--- config.mk ---
export PLATFORM = sky130hd
export DESIGN_NAME = stage_reg
export DESIGN_NICKNAME = d
export VERILOG_FILES = /design/src/source/stage_reg.sv
export SDC_FILE = /design/constraint.sdc
export NUM_CORES = 1
export LEC_CHECK = 0
export CORE_MARGIN = 2
export CORE_UTILIZATION = 60
export DETAILED_ROUTE_END_ITERATION = 12
export DONT_BUFFER_PORTS = 1
export HOLD_SLACK_MARGIN = 0.02
export PLACE_DENSITY_LB_ADDON = 0.15
export SYNTH_ARGS = -nofsm -noshare
export SYNTH_HDL_FRONTEND = slang
export SYNTH_SLANG_ARGS = --single-unit
--- constraint.sdc ---
create_clock -name clk_i -period 2.3 [get_ports clk_i]
set_input_delay 0.46 -clock clk_i [delete_from_list [all_inputs] [get_ports clk_i]]
set_output_delay 0.46 -clock clk_i [all_outputs]
set_load 0.01 [all_outputs]
--- src/source/stage_reg.sv ---
`timescale 1ns/100ps

module stage_reg #(
    parameter type payload_t = logic [31:0]
) (
    input  logic     clk_i,
    input  logic     rst_i,
    input  logic     stall_i,
    input  logic     valid_i,
    input  payload_t data_i,
    output logic     valid_o,
    output payload_t data_o
);

    // Valid bit is the only control state here
    always_ff @(posedge clk_i) begin
        if (rst_i) begin
            valid_o <= 1'b0;
        end else if (!stall_i) begin
            valid_o <= valid_i;
        end
    end

    // Payload frozen while memory is busy
    always_ff @(posedge clk_i) begin
        if (!stall_i) begin
            data_o <= data_i;
        end
    end

endmodule

---- After elaboration in Yosys (flattened, before gate mapping) ----
Cells that the tools add are included.
storage, ports and cells
  register bits ........................... 33
  input port bits ......................... 36
  output and inout bits ................... 33
  word-level logic and storage cells ...... 2

---- Longest topological paths before layout ----
  depth in word-level cells ............... 0
  mapped depth ............................ 2
  mapped depth without buffers ............ 2

---- Worst setup path after synthesis ----
Ideal clock, no wire load.
  path kind ............................... input -> register
  from .................................... in stall_i
  to ...................................... reg data_o[0] in the netlist's numbering, enable pin
  setup time .............................. 0.387 ns
  arrival time ............................ 1.088 ns
  required time ........................... 1.913 ns
  slack ................................... 0.826 ns
  stages on the path ...................... 1
  path buffers ............................ 0
  path through ............................ inv_1
RTL lines
  item                  line  RTL
  from (decl)           8     input logic stall_i,
  to (signal assigned)  27    data_o <= data_i;
  to (decl)             12    output payload_t data_o
No word-level cell between the ends.

---- Final worst setup path ----
  from .................................... reg data_o[24] in the netlist's numbering
  to ...................................... out data_o[24] in the netlist's numbering
No word-level cell between the ends.

==> metrics.txt <==
status finished clean; # rows 14; # port buffers 0; CTS sink cnt 33; period utilisation layout 52.8%; vias after detailed routing 375; multi-input logic area 13.8 µm²; Max clock buf depth 2; worst hold path class input pin to flip-flop; Area after DPL 1040 µm²; Post-synth EDFFs 32; root buffer cell clkbuf_4; synthesis-to-layout area growth 8.52%; Slew Limit Fails 0; initial antenna violation count 0; DR WL/cell 23.8 µm; CTS clk-pin slew, worst paths 0.08 ns; P_leak 0.370 nW; Synth cell types 5; max-cap violation count 0; Final Power 1.03 mW; # setup viols final 0; top_reg_cell synth edfxtp_1; FF+latch count, synth 33; placeable core area 1540 µm²; RSZ-0062 raised after global routing no; 1st-pass router iterations 2; worst setup path class flip-flop to output port; DIE AREA 2010 µm²; TritonCTS clock tree done; layout cells sized above 1 13.6%; Post-Place Cells 53; syn_nets 72; vias per inst 6.25; sequential area share after synthesis 98.2%; register area 981 µm²; Critical Path Source Type flip-flop; TNS Setup 0 ns; element type at the critical path end output port; die height 44.8 µm; Post-DRT Antenna Nets 0; pin count of the biggest net entering global routing 22; crit path time final 1.22 ns; CP required 1.84 ns; pwr dens 954 nW/µm²; design area 1080 µm²; first-pass GRT wire length 1880 µm; Setup Buffers After CTS 0; peak supply drop 0.000593 V; most frequent cell after synthesis edfxtp_1; Post-synth ARST share 0%; Yosys top cell area share 96.2%; slew margin rel. 69.0%; crit path max fanout 1; hold_buf cts 0; routability cong. 0.675; fin util 70.3%; clk_skew 0 ns; Arrival @ worst endpoint 0.76 ns; final std cells w/o fill 60; Num CTS Buffers 5; Final Hold Vio Count 0; average size of a mapped cell 27.7 µm²; Nets 80; top cells by count, synth edfxtp_1, dfxtp_1, inv_1, mux2i_1, nor2_1; vias in the first global route 397; gr usage total 15.3%; # DRC 0; worst setup margin 1.08 ns; Initial Util 64.8%; grt total ovfl 0; worst hold margin 0.229 ns; DR iter-0 viols 13; IO Count 69; Syn Inst Count 36; Fillers 90; Setup WS pre-CTS 0.965 ns; Clock Latency Late Sink 0.30 ns; die width 44.8 µm; htree depth 2; Ys Warns 0; Antenna Cells 0; cell area after synthesis 998 µm²; post-CTS resize count 0; Synth area leader edfxtp_1; Area contributors post-synth edfxtp_1, dfxtp_1, mux2i_1; Routed WL 1430 µm; actual slew at the worst max-slew pin 0.464 ns; max frequency 0.823 GHz
[worst paths after layout]
check	startpoint	slack, ns	end	cells past startpoint
setup / recovery	data_o[24]$_DFFE_PN_	1.08	data_o[24]	0
hold / removal	rst_i	0.23	valid_o$_SDFFE_PP0N_	1
setup reg to reg	valid_o$_SDFFE_PP0N_	1.60	valid_o$_SDFFE_PP0N_	2
hold reg to reg	valid_o$_SDFFE_PP0N_	0.61	valid_o$_SDFFE_PP0N_	2
[state kept, by name (all words and copies together), names as in the netlist]
signal and cells:
data_o 32, valid_o 1
[cell usage in the layout, fill, tap and decap left out]
| cell | count |
|---|---|
| buf_12 | 1 |
| clkbuf_1 | 1 |
| clkbuf_4 | 5 |
| clkinv_1 | 1 |
| dfxtp_1 | 1 |
| edfxtp_1 | 32 |
| inv_1 | 1 |
| mux2i_1 | 1 |
| nor2_1 | 1 |
[power breakdown]
group	internal (mW)	total (mW)	switching [mW]
clock network	0.111	0.264	0.153
logic	0.00457	0.0155	0.0110
registers	0.714	0.755	0.0411
total	0.829	1.03	0.205
[kinds of logic (layout without fill, tap and decap cells)]
group	after synthesis	in the layout	share of synthesized area, %
buffers and inverters	1	9	0.376
DFF	33	33	98.2
muxes	1	1	1.00
and+or+nand+nor	1	1	0.376
[final cells by class]
class / instances / share of cell area (%)
sequential: 33 / 90.5
clock buffer: 6 / 3.81
timing repair buffer: 1 / 1.85
tap: 16 / 1.85
multi-input combinational: 2 / 1.27
clock inverter: 1 / 0.346
inverter: 1 / 0.346
[per-layer routing]
layer	part of all wire (%)	track usage [%]	wire length, µm
met3	14	11.2	196
met5	0	0	0
met1	32	14.9	456
met4	2.8	13.5	40
met2	51	21.2	733
Power figures use the tool's default switching activity.
